<file path="src/source/dbg_harness_pkg.sv">
// ------------------------------------------------------------------------
// debug harness package
// DMI widths, register map, op and response codes, delay window and the
// request, response and DMCONTROL structs shared across the debug path
// ------------------------------------------------------------------------

`default_nettype none

package dbg_harness_pkg;

  localparam int unsigned DmiAddrWidth = 7;
  localparam int unsigned DmiDataWidth = 32;

  // core debug request blocked for this many cycles after power-on reset
  localparam int unsigned DebugDelCycles = 500;
  localparam int unsigned DebugCntWidth  = $clog2(DebugDelCycles + 1);

  typedef logic [DebugCntWidth-1:0] dbg_cnt_t;

  // register map
  localparam logic [DmiAddrWidth-1:0] AddrData0     = 7'h04;
  localparam logic [DmiAddrWidth-1:0] AddrDmControl = 7'h10;
  localparam logic [DmiAddrWidth-1:0] AddrExit      = 7'h20;

  // value 3 is reserved
  typedef enum logic [1:0] {
    OpNop   = 2'd0,
    OpRead  = 2'd1,
    OpWrite = 2'd2
  } dtm_op_e;

  typedef enum logic [1:0] {
    RespSuccess = 2'd0,
    RespFailed  = 2'd2
  } dmi_resp_code_e;

  typedef struct packed {
    logic [DmiAddrWidth-1:0] addr;
    dtm_op_e                 op;
    logic [DmiDataWidth-1:0] data;
  } dmi_req_t;

  typedef struct packed {
    logic [DmiDataWidth-1:0] data;
    dmi_resp_code_e          resp;
  } dmi_resp_t;

  // bits 31, 1 and 0 of DMCONTROL
  typedef struct packed {
    logic haltreq;
    logic ndmreset;
    logic dmactive;
  } dmcontrol_t;

endpackage

`default_nettype wire

</file>
<file path="src/source/dmi_source_sel.sv">
// ------------------------------------------------------------------------
// debug source selector
// steers the JTAG-side or DMI-side request port to the debug module and
// keeps the choice fixed from request acceptance to response acceptance
// ------------------------------------------------------------------------

`timescale 1ns/1ns
`default_nettype none

module dmi_source_sel (
  input  logic                      clk_i,
  input  logic                      rst_ni,
  input  logic                      src_sel_i,
  input  logic                      jtag_req_valid_i,
  input  logic                      dmi_req_valid_i,
  input  dbg_harness_pkg::dmi_req_t jtag_req_i,
  input  dbg_harness_pkg::dmi_req_t dmi_req_i,
  output logic                      jtag_req_ready_o,
  output logic                      dmi_req_ready_o,
  output logic                      jtag_resp_valid_o,
  output logic                      dmi_resp_valid_o,
  input  logic                      jtag_resp_ready_i,
  input  logic                      dmi_resp_ready_i,
  output logic                      req_valid_o,
  output dbg_harness_pkg::dmi_req_t req_o,
  input  logic                      req_ready_i,
  input  logic                      resp_valid_i,
  output logic                      resp_ready_o
);

  logic sel_q;
  logic busy_q;
  logic req_fire;
  logic resp_fire;

  assign req_fire  = req_valid_o & req_ready_i;
  assign resp_fire = resp_valid_i & resp_ready_o;

  // 1 selects JTAG, 0 selects DMI
  assign req_valid_o       = sel_q ? jtag_req_valid_i : dmi_req_valid_i;
  assign req_o             = sel_q ? jtag_req_i : dmi_req_i;
  assign resp_ready_o      = sel_q ? jtag_resp_ready_i : dmi_resp_ready_i;
  assign jtag_req_ready_o  = sel_q & req_ready_i;
  assign dmi_req_ready_o   = ~sel_q & req_ready_i;
  assign jtag_resp_valid_o = sel_q & resp_valid_i;
  assign dmi_resp_valid_o  = ~sel_q & resp_valid_i;

  always_ff @(posedge clk_i or negedge rst_ni) begin : p_sel
    if (!rst_ni) begin
      sel_q  <= 1'b0;
      busy_q <= 1'b0;
    end else begin
      if (req_fire) begin
        busy_q <= 1'b1;
      end else if (resp_fire) begin
        busy_q <= 1'b0;
      end
      // pick up a new source only between transactions
      if (!busy_q && !req_fire) begin
        sel_q <= src_sel_i;
      end
    end
  end

  a_sel_held : assert property (@(posedge clk_i) disable iff (!rst_ni)
    (busy_q || req_fire) |=> $stable(sel_q));

endmodule

`default_nettype wire

</file>
<file path="src/source/dm_ctrl_fsm.sv">
// ------------------------------------------------------------------------
// debug module controller
// accepts one DMI request at a time, drives the register access and holds
// the response until the source takes it
// ------------------------------------------------------------------------

`timescale 1ns/1ns
`default_nettype none

module dm_ctrl_fsm (
  input  logic                                      clk_i,
  input  logic                                      rst_ni,
  input  logic                                      req_valid_i,
  input  dbg_harness_pkg::dmi_req_t                 req_i,
  output logic                                      req_ready_o,
  output logic                                      resp_valid_o,
  output dbg_harness_pkg::dmi_resp_t                resp_o,
  input  logic                                      resp_ready_i,
  output logic                                      reg_we_o,
  output logic [dbg_harness_pkg::DmiAddrWidth-1:0]  reg_addr_o,
  output logic [dbg_harness_pkg::DmiDataWidth-1:0]  reg_wdata_o,
  input  logic [dbg_harness_pkg::DmiDataWidth-1:0]  reg_rdata_i,
  input  logic                                      reg_hit_i
);

  typedef enum logic {
    StIdle,
    StResp
  } state_e;

  state_e                     state_q, state_d;
  dbg_harness_pkg::dmi_resp_t resp_q, resp_d;
  logic                       req_fire;

  assign req_ready_o  = (state_q == StIdle);
  assign resp_valid_o = (state_q == StResp);
  assign resp_o       = resp_q;
  assign req_fire     = req_valid_i & req_ready_o;

  assign reg_addr_o  = req_i.addr;
  assign reg_wdata_o = req_i.data;
  assign reg_we_o    = req_fire & (req_i.op == dbg_harness_pkg::OpWrite) & reg_hit_i;

  // ------------------------------------------------------------------------
  // op decode and response
  // ------------------------------------------------------------------------
  always_comb begin : p_decode
    resp_d.data = '0;
    resp_d.resp = dbg_harness_pkg::RespFailed;
    case (req_i.op)
      dbg_harness_pkg::OpNop: begin
        resp_d.resp = dbg_harness_pkg::RespSuccess;
      end
      dbg_harness_pkg::OpRead: begin
        if (reg_hit_i) begin
          resp_d.data = reg_rdata_i;
          resp_d.resp = dbg_harness_pkg::RespSuccess;
        end
      end
      dbg_harness_pkg::OpWrite: begin
        if (reg_hit_i) begin
          resp_d.resp = dbg_harness_pkg::RespSuccess;
        end
      end
      // reserved op or unmapped address
      default: ;
    endcase
  end

  always_comb begin : p_next
    state_d = state_q;
    case (state_q)
      StIdle:  if (req_fire) state_d = StResp;
      StResp:  if (resp_ready_i) state_d = StIdle;
      default: state_d = StIdle;
    endcase
  end

  always_ff @(posedge clk_i or negedge rst_ni) begin : p_state
    if (!rst_ni) begin
      state_q <= StIdle;
    end else begin
      state_q <= state_d;
    end
  end

  always_ff @(posedge clk_i or negedge rst_ni) begin : p_resp
    if (!rst_ni) begin
      resp_q <= '0;
    end else if (req_fire) begin
      resp_q <= resp_d;
    end
  end

  a_resp_hold : assert property (@(posedge clk_i) disable iff (!rst_ni)
    (resp_valid_o && !resp_ready_i) |=> (resp_valid_o && $stable(resp_o)));

endmodule

`default_nettype wire

</file>
<file path="src/source/dm_regfile.sv">
// ------------------------------------------------------------------------
// debug module registers
// DATA0, DMCONTROL and EXIT with address decode and read mux
// ------------------------------------------------------------------------

`timescale 1ns/1ns
`default_nettype none

module dm_regfile (
  input  logic                                     clk_i,
  input  logic                                     rst_ni,
  input  logic                                     we_i,
  input  logic [dbg_harness_pkg::DmiAddrWidth-1:0] addr_i,
  input  logic [dbg_harness_pkg::DmiDataWidth-1:0] wdata_i,
  output logic [dbg_harness_pkg::DmiDataWidth-1:0] rdata_o,
  output logic                                     hit_o,
  output dbg_harness_pkg::dmcontrol_t              dmcontrol_o,
  output logic [dbg_harness_pkg::DmiDataWidth-1:0] exit_o
);

  logic [dbg_harness_pkg::DmiDataWidth-1:0] data0_q;
  logic [dbg_harness_pkg::DmiDataWidth-1:0] exit_q;
  dbg_harness_pkg::dmcontrol_t              dmcontrol_q;

  assign dmcontrol_o = dmcontrol_q;
  assign exit_o      = exit_q;

  // decode and read data, unused DMCONTROL bits read as zero
  always_comb begin : p_read
    hit_o   = 1'b1;
    rdata_o = '0;
    case (addr_i)
      dbg_harness_pkg::AddrData0:     rdata_o = data0_q;
      dbg_harness_pkg::AddrDmControl: begin
        rdata_o[31] = dmcontrol_q.haltreq;
        rdata_o[1]  = dmcontrol_q.ndmreset;
        rdata_o[0]  = dmcontrol_q.dmactive;
      end
      dbg_harness_pkg::AddrExit:      rdata_o = exit_q;
      default:                        hit_o = 1'b0;
    endcase
  end

  always_ff @(posedge clk_i or negedge rst_ni) begin : p_regs
    if (!rst_ni) begin
      data0_q     <= '0;
      exit_q      <= '0;
      dmcontrol_q <= '0;
    end else if (we_i) begin
      case (addr_i)
        dbg_harness_pkg::AddrData0:     data0_q <= wdata_i;
        dbg_harness_pkg::AddrDmControl: begin
          dmcontrol_q.haltreq  <= wdata_i[31];
          dmcontrol_q.ndmreset <= wdata_i[1];
          dmcontrol_q.dmactive <= wdata_i[0];
        end
        dbg_harness_pkg::AddrExit:      exit_q <= wdata_i;
        default: ;
      endcase
    end
  end

endmodule

`default_nettype wire

</file>
<file path="src/source/debug_gate_timer.sv">
// ------------------------------------------------------------------------
// debug request gate
// holds off the core debug request for a fixed window after power-on
// reset and while debug is disabled
// ------------------------------------------------------------------------

`timescale 1ns/1ns
`default_nettype none

module debug_gate_timer (
  input  logic                        clk_i,
  input  logic                        rst_ni,
  input  dbg_harness_pkg::dmcontrol_t dmcontrol_i,
  input  logic                        debug_enable_i,
  output logic                        debug_req_o
);

  dbg_harness_pkg::dbg_cnt_t cnt_q;
  logic                      cnt_done;

  assign cnt_done    = (cnt_q == '0);
  assign debug_req_o = cnt_done & debug_enable_i &
                       dmcontrol_i.haltreq & dmcontrol_i.dmactive;

  // reload on power-on reset, then count down and stick at zero
  always_ff @(posedge clk_i or negedge rst_ni) begin : p_del_cnt
    if (!rst_ni) begin
      cnt_q <= dbg_harness_pkg::dbg_cnt_t'(dbg_harness_pkg::DebugDelCycles);
    end else if (!cnt_done) begin
      cnt_q <= cnt_q - 1'b1;
    end
  end

  a_no_early_req : assert property (@(posedge clk_i) disable iff (!rst_ni)
    (cnt_q != '0) |-> !debug_req_o);

endmodule

`default_nettype wire

</file>
<file path="src/source/ndm_reset_gen.sv">
// ------------------------------------------------------------------------
// core reset generator
// power-on reset or non-debug reset asserts at once, release goes
// through a two-flop synchronizer
// ------------------------------------------------------------------------

`timescale 1ns/1ns
`default_nettype none

module ndm_reset_gen (
  input  logic                        clk_i,
  input  logic                        rst_ni,
  input  dbg_harness_pkg::dmcontrol_t dmcontrol_i,
  output logic                        core_rst_no
);

  logic       comb_rst_n;
  logic [1:0] sync_q;

  assign comb_rst_n  = rst_ni & ~dmcontrol_i.ndmreset;
  assign core_rst_no = sync_q[1];

  always_ff @(posedge clk_i or negedge comb_rst_n) begin : p_sync
    if (!comb_rst_n) begin
      sync_q <= 2'b00;
    end else begin
      sync_q <= {sync_q[0], 1'b1};
    end
  end

  a_ndm_holds : assert property (@(posedge clk_i) disable iff (!rst_ni)
    dmcontrol_i.ndmreset |-> !core_rst_no);

endmodule

`default_nettype wire

</file>
<file path="src/source/dbg_harness_top.sv">
// ------------------------------------------------------------------------
// debug harness top
// two debug sources share one debug module, which drives the core reset,
// the gated debug request and the exit code
// ------------------------------------------------------------------------

`timescale 1ns/1ns
`default_nettype none

module dbg_harness_top (
  input  logic                       clk_i,
  input  logic                       rst_ni,
  input  logic                       src_sel_i,
  input  logic                       jtag_req_valid_i,
  input  dbg_harness_pkg::dmi_req_t  jtag_req_i,
  output logic                       jtag_req_ready_o,
  output logic                       jtag_resp_valid_o,
  output dbg_harness_pkg::dmi_resp_t jtag_resp_o,
  input  logic                       jtag_resp_ready_i,
  input  logic                       dmi_req_valid_i,
  input  dbg_harness_pkg::dmi_req_t  dmi_req_i,
  output logic                       dmi_req_ready_o,
  output logic                       dmi_resp_valid_o,
  output dbg_harness_pkg::dmi_resp_t dmi_resp_o,
  input  logic                       dmi_resp_ready_i,
  input  logic                       debug_enable_i,
  output logic                       debug_req_o,
  output logic                       core_rst_no,
  output logic [31:0]                exit_o
);

  dbg_harness_pkg::dmi_req_t                req;
  dbg_harness_pkg::dmi_resp_t               resp;
  dbg_harness_pkg::dmcontrol_t              dmcontrol;
  logic                                     req_valid;
  logic                                     req_ready;
  logic                                     resp_valid;
  logic                                     resp_ready;
  logic                                     reg_we;
  logic                                     reg_hit;
  logic [dbg_harness_pkg::DmiAddrWidth-1:0] reg_addr;
  logic [dbg_harness_pkg::DmiDataWidth-1:0] reg_wdata;
  logic [dbg_harness_pkg::DmiDataWidth-1:0] reg_rdata;

  // response payload goes to both sources, valid is steered
  assign jtag_resp_o = resp;
  assign dmi_resp_o  = resp;

  dmi_source_sel i_source_sel (
    .clk_i             ( clk_i             ),
    .rst_ni            ( rst_ni            ),
    .src_sel_i         ( src_sel_i         ),
    .jtag_req_valid_i  ( jtag_req_valid_i  ),
    .dmi_req_valid_i   ( dmi_req_valid_i   ),
    .jtag_req_i        ( jtag_req_i        ),
    .dmi_req_i         ( dmi_req_i         ),
    .jtag_req_ready_o  ( jtag_req_ready_o  ),
    .dmi_req_ready_o   ( dmi_req_ready_o   ),
    .jtag_resp_valid_o ( jtag_resp_valid_o ),
    .dmi_resp_valid_o  ( dmi_resp_valid_o  ),
    .jtag_resp_ready_i ( jtag_resp_ready_i ),
    .dmi_resp_ready_i  ( dmi_resp_ready_i  ),
    .req_valid_o       ( req_valid         ),
    .req_o             ( req               ),
    .req_ready_i       ( req_ready         ),
    .resp_valid_i      ( resp_valid        ),
    .resp_ready_o      ( resp_ready        )
  );

  dm_ctrl_fsm i_ctrl (
    .clk_i        ( clk_i      ),
    .rst_ni       ( rst_ni     ),
    .req_valid_i  ( req_valid  ),
    .req_i        ( req        ),
    .req_ready_o  ( req_ready  ),
    .resp_valid_o ( resp_valid ),
    .resp_o       ( resp       ),
    .resp_ready_i ( resp_ready ),
    .reg_we_o     ( reg_we     ),
    .reg_addr_o   ( reg_addr   ),
    .reg_wdata_o  ( reg_wdata  ),
    .reg_rdata_i  ( reg_rdata  ),
    .reg_hit_i    ( reg_hit    )
  );

  dm_regfile i_regfile (
    .clk_i       ( clk_i     ),
    .rst_ni      ( rst_ni    ),
    .we_i        ( reg_we    ),
    .addr_i      ( reg_addr  ),
    .wdata_i     ( reg_wdata ),
    .rdata_o     ( reg_rdata ),
    .hit_o       ( reg_hit   ),
    .dmcontrol_o ( dmcontrol ),
    .exit_o      ( exit_o    )
  );

  debug_gate_timer i_gate_timer (
    .clk_i          ( clk_i          ),
    .rst_ni         ( rst_ni         ),
    .dmcontrol_i    ( dmcontrol      ),
    .debug_enable_i ( debug_enable_i ),
    .debug_req_o    ( debug_req_o    )
  );

  ndm_reset_gen i_reset_gen (
    .clk_i       ( clk_i       ),
    .rst_ni      ( rst_ni      ),
    .dmcontrol_i ( dmcontrol   ),
    .core_rst_no ( core_rst_no )
  );

endmodule

`default_nettype wire

</file>
<file path="config.mk">
export PLATFORM = sky130hd
export DESIGN_NAME = dbg_harness_top
export DESIGN_NICKNAME = d
export VERILOG_FILES = /design/src/source/dbg_harness_pkg.sv /design/src/source/dmi_source_sel.sv /design/src/source/dm_ctrl_fsm.sv /design/src/source/dm_regfile.sv /design/src/source/debug_gate_timer.sv /design/src/source/ndm_reset_gen.sv /design/src/source/dbg_harness_top.sv
export SDC_FILE = /design/constraint.sdc
export NUM_CORES = 1
export LEC_CHECK = 0
export BUFFER_PORTS_ARGS = -buffer_cell sky130_fd_sc_hd__clkbuf_2
export CAP_MARGIN = 15
export CORE_MARGIN = 10
export CORE_UTILIZATION = 45
export DETAILED_ROUTE_END_ITERATION = 6
export GPL_TIMING_DRIVEN = 0
export PLACE_DENSITY_LB_ADDON = 0.08
export SLEW_MARGIN = 20
export SYNTH_ARGS = -nofsm -noshare
export SYNTH_HDL_FRONTEND = slang
export SYNTH_SLANG_ARGS = --single-unit
</file>
<file path="constraint.sdc">
create_clock -name clk_i -period 1.9 [get_ports clk_i]
set_input_delay 0.38 -clock clk_i [delete_from_list [all_inputs] [get_ports clk_i]]
set_output_delay 0.38 -clock clk_i [all_outputs]
set_load 0.05 [all_outputs]
</file>
==> results of run 1 <==
## kinds of logic (layout without fill, tap and decap cells)
kind of cell,count (synthesis),count (layout),synth area share (%)
AO/OA/AOI/OAI,75,75,9.19
XOR/XNOR,9,9,1.44
adder cells (fa/ha/maj),2,2,0.458
buffers and inverters,65,315,6.92
flip-flops,114,114,52.4
multiplexers,106,106,21.8
other,2,3,0.138
AND/OR/NAND/NOR,81,81,7.68
## routing by layer
metal  share of wire, %  global-route usage, %  vias up  routed length (um)
met3                7.6                   6.90       24                1220
met2                 51                   33.2      152                8210
met1                 40                   22.5     2157                6420
li1                   -                      -     2087                   -
met5                  0                      0        -                   0
met4                1.4                   5.95        0                 223
## layout make-up
type,instances,area share [%]
Sequential cell,114,35.8
Clock inverter,12,1.96
Inverter,3,0.141
Timing Repair Buffer,223,16.7
Buffer,57,6.57
Tap cell,147,2.30
Multi-Input combinational cell,276,30.7
Clock buffer,20,5.84
## through the flow
stage / std cells / power, W / setup TNS (ns)
finish: 852 / 0.00855 / -26.32
global route: 852 / 0.00893 / -33.21
CTS: 850 / 0.00857 / -23.54
detailed placement: 796 / 0.00482 / -107.62
global placement: 795 / 0.00477 / -232.95
floorplan: 455 / 0.00417 / -34.55
## worst register-to-register path, cell delays in order (launching register included)
cell and delay (ns):
dfrtp_1 0.40, buf_6 0.14, or4b_1 0.51, a222oi_1 0.23, buf_4 0.23, nand2_8 0.11, clkbuf_16 0.18, mux2_1 0.31
## power breakdown
group / switching [W] / internal, W
Sequential: 0.000144 / 0.00258
Combinational: 0.00141 / 0.00111
Clock: 0.00115 / 0.00216
Total: 0.00270 / 0.00585
## synth_stat cells (all sizes together), types with 4 or more instances
| cell | number | share of area, % |
|---|---|---|
| nor2 | 11 | 0.76 |
| mux2 | 102 | 21 |
| o31ai | 4 | 0.55 |
| o21ai | 29 | 2.7 |
| a22oi | 30 | 4.1 |
| mux2i | 4 | 0.73 |
| or3 | 7 | 0.80 |
| dfrtp | 108 | 50 |
| dfstp | 6 | 2.9 |
| xnor2 | 6 | 0.96 |
| nand2 | 38 | 2.6 |
| buf | 45 | 5.5 |
| or3b | 4 | 0.64 |
| clkbuf | 17 | 1.2 |
| a222oi | 6 | 1.1 |
## path summary, 6_finish.rpt
kind,startpoint,endpoint,cells after the start
setup / recovery,i_gate_timer.cnt_q[3]$_DFFE_PN0P_,debug_req_o,4
hold / removal,src_sel_i,i_source_sel.sel_q$_DFFE_PN0P_,2
setup reg to reg,i_source_sel.sel_q$_DFFE_PN0P_,i_regfile.exit_o[15]$_DFFE_PN0P_,7
hold reg to reg,i_regfile.dmcontrol_o[1]$_DFFE_PN0P_,i_reset_gen.sync_q[1]$_DFF_PN0_,1
max in group asynchronous,rst_ni,i_reset_gen.sync_q[0]$_DFF_PN0_,4
min in group asynchronous,i_regfile.dmcontrol_o[1]$_DFFE_PN0P_,i_reset_gen.sync_q[1]$_DFF_PN0_,1
## state kept, by name, summed over array words and instances (netlist names)
signal and count:
i_regfile.data0_q 32, i_gate_timer.cnt_q 9, i_reset_gen.sync_q 2, i_source_sel.sel_q 1, i_source_sel.busy_q 1, i_ctrl.resp_o 33
i_regfile.dmcontrol_o 3, i_ctrl.resp_valid_o 1, i_regfile.exit_o 32
## repair_timing
action                                  4_1_cts  5_1_grt
endpoints found under the setup margin      107      106
gates cloned                                  3        1
hold buffers                                  1        0
pin swaps                                     9        7
setup buffers                                22        2
gates resized for setup                     116       15
hold endpoints to repair                     47        0
==> impl_metrics.env, run 1 <==
export IMPL_floorplan_rows=40
export IMPL_grt_overflow_total=0
export IMPL_place_area_um2=6770
export IMPL_endpoint_kind="output port"
export IMPL_ios=196
export IMPL_cp_max_fo=2
export IMPL_synthFlopType="dfrtp_1"
export IMPL_antenna_found_initial=0
export IMPL_synth_area_um2=5460
export IMPL_final_common_cell="clkbuf_2"
export IMPL_gp_congestion=0.764
export IMPL_first_iter_violations=228
export IMPL_finalClockSkew_ns=0.0105
export IMPL_track_usage_pct=19.5
export IMPL_via_per_inst=5.19
export IMPL_peakVddDrop_mv=0.758
export IMPL_tightest_slew_ns=0.717
export IMPL_port_buffers=193
export IMPL_violations="negative setup slack"
export IMPL_cp_arrival_ns=1.85
export IMPL_period_share_pct=118
export IMPL_grt_pass1_wl_um=25300
export IMPL_drt_wirelength_per_cell_um=18.9
export IMPL_cts_tree="built"
export IMPL_drc_errors=0
export IMPL_fin_ws_ns=-0.334
export IMPL_startpoint_type="flop"
export IMPL_hold_path_class="in -> reg"
export IMPL_syn_inst=454
export IMPL_dr_pass1_iters=5
export IMPL_finalSetupViolCount=105
export IMPL_grt_start_max_net_pins=63
export IMPL_cp_required_ns=1.52
export IMPL_leakage_nw=4.20
export IMPL_grt_setup_unrepaired="yes"
export IMPL_fin_nets=784
export IMPL_crit_type="reg -> out"
export IMPL_dr_total_vias=4420
export IMPL_synth_edff_count=0
export IMPL_n_antenna_cell=0
export IMPL_design_area_um2=8000
export IMPL_post_dp_hpwl_um=11100
export IMPL_fp_dieW_um=130
export IMPL_synth_seq_cells=114
export IMPL_cp_cell_sequence="or3_4, or3_4, nor2_4, buf_8"
export IMPL_multi_input_area_um2=2450
export IMPL_design_core_area_um2=12000
export IMPL_die_y_um=130
export IMPL_r2r_slack_ns=-0.32
export IMPL_cpMostUsedCell="or3_4"
export IMPL_htreeDepth=4
export IMPL_power_density_nw_per_um2=1070
export IMPL_initial_core_util_pct=45.6
export IMPL_nFillCells=923
export IMPL_syn_avg_cell_area_um2=12.0
export IMPL_grt_pass1_vias=4729
export IMPL_die_area_um2=16900
export IMPL_place_ws_ns=-1.22
export IMPL_drive_above_1_share_pct=57.6
export IMPL_yosys_cell_types_count=38
export IMPL_clock_sinks=114
export IMPL_fin_crit_ns=2.23
export IMPL_status="finished with violations"
export IMPL_max_stage_delay_ns=0.42
export IMPL_clock_path_buffers=2
export IMPL_max_slew_margin_pct=52.2
export IMPL_fin_util_pct=66.8
export IMPL_cts_root_buf="clkbuf_16"
export IMPL_crit_family="simple AND/OR/NAND/NOR gates"
export IMPL_synthToLayoutAreaGrowth_pct=46.5
export IMPL_finalHoldViolations=0
export IMPL_final_cell_mix="clkbuf_2 (194), dfrtp_1 (108), buf_4 (56)"
export IMPL_ys_seq_area_share_pct=52.4
export IMPL_fmax_mhz=448
export IMPL_clk_latency_ns=0.42
export IMPL_async_flop_share_pct=100
export IMPL_drtAntennaViolNets=0
export IMPL_holdWs_ns=0.186
export IMPL_drv_slew=0
export IMPL_ys_warn_count=0
export IMPL_seq_area_um2=2860
export IMPL_cp_slowest_cell="or3_4"
export IMPL_cts_made_buffers=17
export IMPL_critPathBufInv=1
export IMPL_cap_violations=0
export IMPL_drt_wl_total_um=16100
export IMPL_clk_pin_slew_ns=0.06
(Power assumes the default switching activity.)
==> inputs of run 2 (changes only) <==
CORE_UTILIZATION = 54   (was 45)
clock period = 2.76 ns   (was 1.9 ns; I/O delays follow)
==> run 2 against run 1 <==
Against the previous run: the flow now finishes without violations; non-clock buffer count shrank 19; critical path type unchanged; register-to-register slack gained 0.42 ns; largest power group unchanged; total power shrank 38%; final cell count fell by 3.9%; die area down 14%; sequential share of layout area increased by 3.5 points; count of clock-buffer cells in the layout grew 6; clock power decreased by 37%; clock skew fell by 0.0018 ns; worst hold slack improved by 0.061 ns; via count shrank 0.45%; first-iteration DRC count is 39% higher.
==> impl_metrics.env, run 2 (synthesis gave the netlist of run 1 again) <==
export IMPL_power_density_nw_per_um2=725
export IMPL_fmax_mhz=376
export IMPL_crit_type="reg -> out"
export IMPL_grt_pass1_vias=4923
export IMPL_tightest_slew_ns=0.662
export IMPL_peakVddDrop_mv=0.486
export IMPL_endpoint_kind="output port"
export IMPL_drive_above_1_share_pct=48.1
export IMPL_max_slew_margin_pct=55.9
export IMPL_cap_violations=0
export IMPL_die_y_um=121
export IMPL_ios=196
export IMPL_synthToLayoutAreaGrowth_pct=33.5
export IMPL_port_buffers=193
export IMPL_grt_setup_unrepaired="yes"
export IMPL_finalSetupViolCount=0
export IMPL_cts_tree="built"
export IMPL_dr_total_vias=4400
export IMPL_track_usage_pct=20.7
export IMPL_gp_congestion=0.899
export IMPL_floorplan_rows=36
export IMPL_largest_reg_flops=33
export IMPL_fin_crit_ns=2.66
export IMPL_clock_path_buffers=2
export IMPL_grt_start_max_net_pins=77
export IMPL_clk_latency_ns=0.50
export IMPL_post_dp_hpwl_um=11300
export IMPL_fin_util_pct=74.2
export IMPL_die_area_um2=14500
export IMPL_fin_nets=765
export IMPL_cp_arrival_ns=2.11
export IMPL_clk_pin_slew_ns=0.05
export IMPL_drt_wirelength_per_cell_um=18.3
export IMPL_cts_root_buf="clkbuf_8"
export IMPL_final_cell_mix="clkbuf_2 (200), dfrtp_1 (108), mux2_1 (60)"
export IMPL_clock_sinks=114
export IMPL_n_antenna_cell=0
export IMPL_period_share_pct=96.5
export IMPL_hold_path_class="reg -> async"
export IMPL_fp_dieW_um=121
export IMPL_htreeDepth=4
export IMPL_antenna_found_initial=0
export IMPL_nFillCells=723
export IMPL_status="complete, no violations"
export IMPL_finalHoldViolations=0
export IMPL_drv_slew=0
export IMPL_cts_made_buffers=17
export IMPL_final_common_cell="clkbuf_2"
export IMPL_final_setup_tns_ns=0
export IMPL_via_per_inst=5.37
export IMPL_leakage_nw=3.88
export IMPL_drtAntennaViolNets=0
export IMPL_grt_overflow_total=0
export IMPL_design_core_area_um2=9820
export IMPL_cp_max_fo=7
export IMPL_dr_pass1_iters=5
export IMPL_grt_pass1_wl_um=24200
export IMPL_finalClockSkew_ns=0.00866
export IMPL_startpoint_type="flop"
export IMPL_drc_errors=0
export IMPL_drt_wl_total_um=15000
export IMPL_first_iter_violations=317
export IMPL_reg2reg_depth=7
export IMPL_initial_core_util_pct=55.6
export IMPL_cp_required_ns=2.21
run 2: power breakdown:
group / internal (W) / switching (W) / total (W)
clock network: 0.00137 / 0.000701 / 0.00207
logic: 0.000486 / 0.000883 / 0.00137
registers: 0.00178 / 0.0000644 / 0.00184
total: 0.00364 / 0.00165 / 0.00529
run 2: final timing paths:
| path | startpoint | to | slack [ns] |
|---|---|---|---|
| hold reg to reg | i_regfile.dmcontrol_o[1]$_DFFE_PN0P_ | i_reset_gen.sync_q[0]$_DFF_PN0_ | 0.25 |
| setup / recovery | i_gate_timer.cnt_q[3]$_DFFE_PN0P_ | debug_req_o | 0.1 |
| setup reg to reg | i_source_sel.sel_q$_DFFE_PN0P_ | i_regfile.data0_q[0]$_DFFE_PN0P_ | 0.1 |
| hold / removal | i_regfile.dmcontrol_o[1]$_DFFE_PN0P_ | i_reset_gen.sync_q[0]$_DFF_PN0_ | 0.25 |
| min in group clk_i | src_sel_i | i_source_sel.sel_q$_DFFE_PN0P_ | 0.31 |
| max in group asynchronous | rst_ni | i_reset_gen.sync_q[1]$_DFF_PN0_ | 1.31 |
run 2: through the flow:
step                      instances  hold WS, ns  setup slack (ns)  total power, W  instance area (um^2)
after floorplan                 455        0.179             0.116         0.00280                  5460
after global placement          781        0.206            -0.540         0.00319                  6600
after global routing            819        0.275           -0.0389         0.00551                  7290
after CTS                       819        0.241            0.0379         0.00532                  7280
final                           819        0.247            0.0979         0.00529                  7290
after detailed placement        782        0.222            -0.599         0.00323                  6630
run 2: layout make-up:
type,instances,area (um^2),area share (%)
Tap cell,133,166,2.28
Timing Repair Buffer,201,1070,14.6
Clock buffer,26,488,6.70
Multi-Input combinational cell,276,2240,30.7
Buffer,60,375,5.15
Clock inverter,6,80.1,1.10
Sequential cell,114,2860,39.2
Inverter,3,11.3,0.155
run 2: layer usage:
metal	share of wire (%)	vias to the layer above	GRT usage, %
met5	0	-	0
met4	1.1	0	6.94
met3	8.3	16	7.58
met2	50	192	34.8
met1	41	2153	23.8
li1	-	2039	-
run 2: critical path, cell delays in order, from the launching register on:
cell and delay (ns):
dfrtp_1 0.40, or3_4 0.43, or3_4 0.44, nor2_1 0.14, clkbuf_8 0.20
run 2: timing repair:
item                                   4_1_cts  5_1_grt
resized for setup                            7       15
buffers inserted                             6        0
hold buffers                                 1        0
endpoints found under the hold margin       32        0
setup endpoints to repair                   70       86
pin swaps                                    3        0
==> inputs of run 3 (changes only) <==
CORE_UTILIZATION = 45   (was 54)
clock period = 2.4 ns   (was 2.76 ns; I/O delays follow)
==> run 3 against run 2 <==
Against the previous run: sequential share of layout area decreased by 2.0 points; critical path depth did not move; global-route usage shrank 2.5 points; flip-flop and latch count is the same; largest power group unchanged; via count shrank 2.5%; setup slack got worse by 0.040 ns.
==> impl_metrics.env, run 3 (synthesis gave the netlist of run 1 again) <==
export IMPL_fmax_mhz=427
export IMPL_drive_above_1_share_pct=52.8
export IMPL_wl_met2_um=7880
export IMPL_wl_met1_um=6670
export IMPL_endpoint_kind="output port"
export IMPL_port_buffers=193
export IMPL_grt_pass1_vias=4620
export IMPL_final_cells=838
export IMPL_drv_slew=0
export IMPL_n_antenna_cell=0
export IMPL_nFillCells=958
export IMPL_route_met3_wl_um=951
export IMPL_dpl_cell_count=796
export IMPL_grt_setup_unrepaired="no"
export IMPL_power_density_nw_per_um2=869
export IMPL_post_dp_hpwl_um=11400
export IMPL_finalClockSkew_ns=0.00749
export IMPL_design_core_area_um2=12000
export IMPL_drt_wirelength_per_cell_um=18.7
export IMPL_dr_pass1_iters=5
export IMPL_ios=196
export IMPL_cap_violations=0
export IMPL_initial_core_util_pct=45.6
export IMPL_grt_pass1_wl_um=23800
export IMPL_cts_made_buffers=17
export IMPL_crit_path_start="i_gate_timer.cnt_q[6]$_DFFE_PN1P_"
export IMPL_startpoint_type="flop"
export IMPL_die_area_um2=16900
export IMPL_grt_overflow_total=0
export IMPL_cts_tree="built"
export IMPL_antenna_found_initial=0
export IMPL_cp_required_ns=1.92
export IMPL_via_per_inst=5.12
export IMPL_hold_path_class="in -> async"
export IMPL_finalHoldViolations=0
export IMPL_total_power_w=0.00666
export IMPL_gp_congestion=0.737
export IMPL_leakage_nw=4.05
export IMPL_floorplan_rows=40
export IMPL_die_y_um=130
export IMPL_status="complete, no violations"
export IMPL_peakVddDrop_mv=0.443
export IMPL_holdWs_ns=0.0361
export IMPL_place_ws_ns=-0.647
export IMPL_track_usage_pct=18.1
export IMPL_cts_root_buf="clkbuf_16"
export IMPL_grt_start_max_net_pins=59
export IMPL_htreeDepth=4
export IMPL_fp_dieW_um=130
export IMPL_fin_crit_ns=2.34
export IMPL_dr_total_vias=4290
export IMPL_drc_errors=0
export IMPL_max_slew_margin_pct=53.2
export IMPL_drt_wl_total_um=15700
export IMPL_fin_nets=770
export IMPL_routed_top_layer="met4"
export IMPL_clk_latency_ns=0.42
export IMPL_clock_sinks=114
export IMPL_timing_rr_start="i_source_sel.sel_q$_DFFE_PN0P_"
export IMPL_fin_ws_ns=0.0579
export IMPL_final_common_cell="clkbuf_2"
export IMPL_cp_max_fo=3
export IMPL_first_iter_violations=206
export IMPL_clk_pin_slew_ns=0.05
export IMPL_cp_arrival_ns=1.86
export IMPL_largest_reg_flops=33
export IMPL_final_cell_mix="clkbuf_2 (190), dfrtp_1 (108), mux2_1 (53)"
export IMPL_crit_type="reg -> out"
export IMPL_period_share_pct=97.6
export IMPL_synthToLayoutAreaGrowth_pct=40.5
export IMPL_drtAntennaViolNets=0
export IMPL_fin_util_pct=64.1
export IMPL_finalSetupViolCount=0
export IMPL_tightest_slew_ns=0.701
export IMPL_clock_path_buffers=2
-- run 3: changes by cell type in the layout (fill, tap and decap cells not counted), moves of 3 or more --
cell / delta
buf_4: +9
buf_6: +5
bufinv_16: +3
clkbuf_1: -10
clkbuf_16: +3
clkbuf_2: -10
mux2_1: -7
mux2_4: +7
o21ai_0: -4
o21ai_1: +4
or3_1: -3
or3_4: +3
-- run 3: where the power goes --
part           internal, W  switching, W  total (W)
Sequential         0.00205     0.0000805    0.00213
Clock              0.00194      0.000865    0.00281
Combinational     0.000673       0.00105    0.00173
-- run 3: critical path, stage by stage, from the launching register on --
cell and delay [ns]:
dfstp_2 0.38, or3_4 0.40, or3_4 0.42, nor2_4 0.10, buf_8 0.15
-- run 3: repair_timing --
| action | CTS | global route |
|---|---|---|
| cloned | 0 | 4 |
| hold buffers | 0 | 0 |
| setup endpoints to repair | 107 | 96 |
| pin swaps | 4 | 7 |
| resized for setup | 29 | 53 |
| setup buffers | 9 | 1 |
-- run 3: worst paths after layout --
path	endpoint	slack [ns]	cells past startpoint
hold reg to reg	i_reset_gen.sync_q[1]$_DFF_PN0_	0.22	1
hold / removal	i_regfile.exit_o[7]$_DFFE_PN0P_	0.04	1
setup reg to reg	i_ctrl.resp_o[1]$_DFFE_PN0P_	0.09	6
setup / recovery	debug_req_o	0.06	4
min in group clk_i	i_source_sel.sel_q$_DFFE_PN0P_	0.33	2
max in group asynchronous	i_ctrl.resp_o[24]$_DFFE_PN0P_	1.74	2
-- run 3: metal layers --
| layer | vias up | global-route usage, % |
|---|---|---|
| met5 | - | 0 |
| met4 | 0 | 6.75 |
| met3 | 15 | 5.56 |
| met2 | 124 | 30.8 |
| met1 | 2101 | 21.2 |
| li1 | 2050 | - |
-- run 3: area by class of cell --
cell class | instances | area [um^2] | area share (%)
Buffer | 58 | 445 | 5.81
Timing Repair Buffer | 208 | 1170 | 15.3
Clock inverter | 10 | 178 | 2.32
Tap cell | 147 | 184 | 2.40
Multi-Input combinational cell | 276 | 2330 | 30.4
Clock buffer | 22 | 484 | 6.31
Inverter | 3 | 11.3 | 0.147
Sequential cell | 114 | 2860 | 37.3
-- run 3: through the flow --
step / TNS (ns) / instance area (um^2)
3_5_place_dp: -51.15 / 6660
5_1_grt: 0 / 7670
4_1_cts: -1.99 / 7470
2_1_floorplan: 0 / 5480
3_3_place_gp: -126.75 / 6630
6_report: 0 / 7670
